File: config.mk
export PLATFORM = sky130hd
export DESIGN_NAME = fetchUnit
export DESIGN_NICKNAME = d
export VERILOG_FILES = /design/src/common/cpuPkg.sv /design/src/fetchUnit.sv
export SDC_FILE = /design/constraint.sdc
export NUM_CORES = 1
export LEC_CHECK = 0
export ABC_CLOCK_PERIOD_IN_PS = 3500
export BUFFER_PORTS_ARGS = -buffer_cell sky130_fd_sc_hd__buf_4
export CORE_MARGIN = 10
export CORE_UTILIZATION = 30
export CTS_CLUSTER_SIZE = 16
export DETAILED_ROUTE_END_ITERATION = 16
export SETUP_SLACK_MARGIN = 0.15
export SLEW_MARGIN = 20
export SYNTH_ARGS = -nofsm -noshare
export SYNTH_HDL_FRONTEND = slang
export SYNTH_SLANG_ARGS = --single-unit
export TNS_END_PERCENT = 10
File: constraint.sdc
create_clock -name clk -period 3.5 [get_ports clk]
set_clock_uncertainty 0.2 [all_clocks]
set_input_delay 0.175 -clock clk [delete_from_list [all_inputs] [get_ports clk]]
set_output_delay 0.175 -clock clk [all_outputs]
set_load 0.01 [all_outputs]
File: src/common/cpuPkg.sv
package cpuPkg;

  // data word and byte address
  typedef logic [31:0] wordT;

  // architectural register index
  typedef logic [4:0] regIdT;

  // raw instruction word
  typedef logic [31:0] instT;

  // alu operations, compare ops give 1 or 0 in bit 0
  typedef enum logic [4:0] {
    aluAdd,
    aluSub,
    aluSll,
    aluSlt,
    aluSltu,
    aluXor,
    aluSrl,
    aluSra,
    aluOr,
    aluAnd,
    aluPassB,
    aluEq,
    aluNe,
    aluLt,
    aluGe,
    aluLtu,
    aluGeu
  } aluOpE;

  // load/store access size
  typedef enum logic [1:0] {
    byteW,
    halfW,
    wordW
  } memWidthE;

  // major opcodes, inst[6:0]
  localparam logic [6:0] opLui    = 7'b0110111;
  localparam logic [6:0] opAuipc  = 7'b0010111;
  localparam logic [6:0] opJal    = 7'b1101111;
  localparam logic [6:0] opJalr   = 7'b1100111;
  localparam logic [6:0] opBranch = 7'b1100011;
  localparam logic [6:0] opLoad   = 7'b0000011;
  localparam logic [6:0] opStore  = 7'b0100011;
  localparam logic [6:0] opImm    = 7'b0010011;
  localparam logic [6:0] opReg    = 7'b0110011;
  localparam logic [6:0] opSystem = 7'b1110011;

  // addi x0, x0, 0
  localparam instT nopInst = 32'h00000013;

endpackage

File: src/fetchUnit.sv
`timescale 1ns/1ps

module fetchUnit #(
  parameter cpuPkg::wordT resetPc = '0
) (
  input  logic          clk,
  input  logic          rstN,
  input  logic          redirect,
  input  cpuPkg::wordT  redirectPc,
  input  logic          haltReq,
  input  cpuPkg::instT  instData,
  output cpuPkg::wordT  instAddr,
  output cpuPkg::instT  decInst,
  output cpuPkg::wordT  decPc,
  output logic          decValid,
  output logic          halted
);
  import cpuPkg::*;

  wordT pc;
  logic stopFetch;
  logic squash;

  // halt takes effect in the same cycle ebreak executes
  assign stopFetch = halted || haltReq;
  assign squash    = redirect || stopFetch;

  // fetch port is combinational, pc goes straight out
  assign instAddr = pc;

  // pc and halt flag
  always_ff @(posedge clk) begin
    if (!rstN) begin
      pc     <= resetPc;
      halted <= 1'b0;
    end else begin
      if (haltReq) begin
        halted <= 1'b1;
      end
      // pc freezes once halted
      if (!stopFetch) begin
        pc <= redirect ? redirectPc : pc + 32'd4;
      end
    end
  end

  // fetch-to-decode valid
  always_ff @(posedge clk) begin
    if (!rstN) begin
      decValid <= 1'b0;
    end else begin
      decValid <= !squash;
    end
  end

  // fetch-to-decode payload, nop on squash
  always_ff @(posedge clk) begin
    decInst <= squash ? nopInst : instData;
    decPc   <= pc;
  end

endmodule

[Word level (Yosys, flattened, before mapping)]
Cells that the tools add are included.
Word-level totals
  input bits: 68
  flip-flop bits (word level): 98
  output and inout bits: 98
Operators by class
  mux-type cells: 1
  reduce and logical (&&, ||, !) cells: 3
  add/sub/neg operators: 1
Operators by type and width (number)
  adder 32 x 3 -> 32 bit (second input constant): 1
  2-to-1 mux 32 bit: 1
  logical OR 1 bit: 2
  logical NOT 1 bit: 1

[Logic depth before layout (Yosys ltp)]
  depth after elaboration: 3
  mapped depth: 7
  gate-level depth less buffers: 5

[Worst setup path before layout]
Ideal clock, no wire load.
  kind: reg2reg
  start: register pc[2] (netlist: instAddr[2])
  end: register pc[28] (netlist: instAddr[28])
  arrival: 2.089 ns
  setup slack: 1.132 ns
  library setup time: 0.079 ns
  stages on the path, launching flop included: 7
  path through: dfxtp_1 -> ha_1 -> nand3_2 -> or4_1 -> buf_2 -> or4b_1 -> o211ai_1
On the way
  cells in the longest elaborated chain, start to end: 2
RTL lines
  from (decl): RTL line fetchUnit.sv:20  | wordT pc;
  from (signal assigned): RTL line fetchUnit.sv:34  | pc <= resetPc;
  from (signal assigned): RTL line fetchUnit.sv:42  | pc <= redirect ? redirectPc : pc + 32'd4;
  adder 32 x 3 -> 32 bit: RTL line fetchUnit.sv:42
  2-to-1 mux 32 bit: RTL line fetchUnit.sv:42
No other way between the ends.
A chain may end at the register's enable or synchronous reset.

[Final worst setup path]
  start: register pc[5] (netlist: instAddr[5])
  end: register pc[21] (netlist: instAddr[21])
The elaborated chain is that of the path after synthesis.

==> flow_summary_export.csv <==
group,metric,value,unit
setup_path,path_delay_family,"simple AND/OR/NAND/NOR gates",
setup_path,cp.arrival,2.84,ns
hold_path,hold_path_class,"primary input to flop",
drt,post-route-drc-count,0,
synth,syn-num-nets,452,
clock_network,clk_latency,0.35,ns
cells_and_area,syn2layout_area_growth,59.9,%
timing,hold_viol_final,0,
drt,avgViaCountPerCell,4.98,
synth,synth_seq_cells,98,
place,placed_area,5020,um2
timing,finalCritPeriodShare,80.4,%
power,finalPower,0.00257,W
grt,track_usage,15.1,%
grt,grt_max_degree,65,
timing,fin_tns_setup,0,ns
die,start_util,30.6,%
cells_and_area,layout_common_cells,"buf_4, dfxtp_1, dlygate4sd3_1",
synth,synthCells,383,
drt,ant_nets,0,
cells_and_area,fin_nets,658,
synth,ys_seq_area_share,53.7,%
flow_run,cap_viol_max_count,0,
clock_network,clockBufferDepth,2,
synth,syn-cell-area,3650,um2
setup_path,cp-startpoint,"instAddr[5]",
setup_path,start_kind,"flop",
place,hpwl,9070,um
drt,vias,3689,
synth,synth_edf_count,0,
power,power_leakage,2.50,nW
drt,firstDrtPassIters,5,
die,rows,40,
die,ios,166,
setup_path,critPathMaxFanout,9,
cells_and_area,drive_gt1_share,32.7,%
place,place.gp.congestion,0.804,
setup_path,slowest_stage,"nor4_2",
clock_network,h-tree-depth,3,
die,die_x,130,um
power,vdd_ir_drop_max,0.000181,V
synth,async_flop_share,0,%
timing,period_needed,2.81,ns
grt,grt_pass1_vias,3777,
clock_network,clock-sinks,98,
cells_and_area,antenna_cells,0,
setup_path,rr_startpoint,"instAddr[5]",
die,core,12000,um2
grt,antenna_found_initial,0,
power,powerDensity,440,nW/um2
setup_path,cp_cell_sequence,"nand4_2 > nor4_2 > a311oi_1 > o21a_1 > dlygate4sd3_1",
drt,routed_wl,13100,um
place,port_buffers,165,
synth,ys_types,54,
clock_network,cts_root_buf,"clkbuf_16",
synth,syn-mean-instance-area,9.54,um2
drt,post_drt_wl_per_cell,17.7,um
cells_and_area,postLayoutCellArea,5850,um2
status,outcome,"finished clean",
grt,grt-ovfl-total,0,
synth,yosysWarnings,0,
setup_path,slowest_delay,0.73,ns
cells_and_area,fill_cells,1064,
timing,finalSetupViolations,0,
hold_path,hold_start,"redirectPc[6]",
synth,ys.flop_type,"dfxtp_1",
clock_network,postCtsSetupBuffers,0,
clock_network,cts.clk_slew.worst_paths,0.06,ns
setup_path,crit_type,"flop to flop",
timing,final.setup.worst_slack,0.687,ns
setup_path,end_kind,"flop",
timing,fmax,356,MHz
die,die_h,130,um
timing,slew_headroom,46.3,%
cells_and_area,fin_util,48.9,%
cells_and_area,final_common_cell,"buf_4",
place,dp_slack,0.892,ns
timing,maxSlewViolCount,0,
setup_path,worstPathRequired,3.53,ns
drt,drtIter0Drc,154,
timing,worstMarginPinSlew,0.802,ns
clock_network,cts_buffers,9,
setup_path,crit_buf_inv,1,
clock_network,cts_tree,"built",
timing,grt_setup_unrepaired,"false",
grt,grt_first_pass_wirelength,20200,um
die,die_area,17000,um2
[cell usage after synthesis (2+ instances only)]
library cell	instances	area, um2
nand2_1	28	105
clkbuf_1	21	78.8
nand2b_1	3	18.8
nor2_1	19	71.3
o31ai_1	3	22.5
a32oi_1	4	35.0
or3_1	2	12.5
nand3b_1	2	15.0
a22oi_1	3	22.5
a22o_1	6	52.6
or4_1	3	22.5
mux2i_1	3	30.0
nor4_1	7	43.8
a21oi_1	18	90.1
a32o_1	5	50.1
o221ai_1	3	26.3
and4_1	2	17.5
a31oi_1	5	31.3
nand4_1	8	50.1
o21a_1	2	15.0
o211ai_1	7	52.6
and3_1	8	50.1
o21ai_0	15	75.1
o41ai_1	2	17.5
inv_1	7	26.3
nor3_1	13	65.1
and2_1	30	188
a21o_1	2	15.0
dfxtp_1	98	1960
o311ai_0	7	61.3
nand3_1	20	100
buf_1	3	11.3
buf_2	3	15.0
[state kept, by name (all words and copies together) (netlist names)]
register,count
decInst,32
decPc,32
instAddr,32
decValid,1
halted,1
[through the flow]
stage | hold slack, ns | instances
2_1_floorplan | 0.0765 | 383
3_3_place_gp | 0.163 | 673
3_5_place_dp | 0.166 | 673
4_1_cts | 0.00727 | 741
5_1_grt | 0.0442 | 741
6_report | 0.0244 | 741
[cell families after synthesis]
family / synth area share (%)
buf+inv: 3.59
mux: 1.13
compound gates: 17.4
fa+ha+maj: 0.342
simple gates: 23.8
flops: 53.7
[repair_timing]
action,4_1_cts,5_1_grt
gates resized for setup,0,0
hold endpoints to repair,51,0
hold buffers,52,0
[where the power goes]
part	total [W]	switching [W]	internal [W]	leakage [nW]
clock	0.00101	0.000415	0.000596	0.150
combinational	0.000341	0.000149	0.000192	1.55
sequential	0.00122	0.0000489	0.00117	0.801
[worst min-delay path, delay by kind of cell]
family	cells	cell delay, ns
simple gates	2	0.13
compound gates	2	0.14
buf+inv	1	0.08
[metal layers]
layer,global-route usage [%],up-vias,wire length [um]
li1,-,1814,-
met1,17.3,1698,5390
met2,24.9,168,6060
met3,6.04,9,1610
met4,5.36,0,79
met5,0,-,0
[cell type report]
cell class                      instances  area, um2  share of cell area (%)
Tap cell                              147        184                    3.15
Sequential cell                        98       1960                    33.6
Clock inverter                          3       47.5                   0.813
Timing Repair Buffer                  222       1800                    30.7
Inverter                                7       26.3                   0.449
Clock buffer                           13        260                    4.45
Multi-Input combinational cell        251       1570                    26.8
[final timing paths]
kind,depth (start not counted),slack [ns],end
hold / removal,5,0.02,instAddr[6]
setup reg to reg,5,0.69,instAddr[21]
setup / recovery,5,0.69,instAddr[21]
hold reg to reg,0,0.17,decPc[0]
Note: power is estimated with default switching activity, not from simulation.
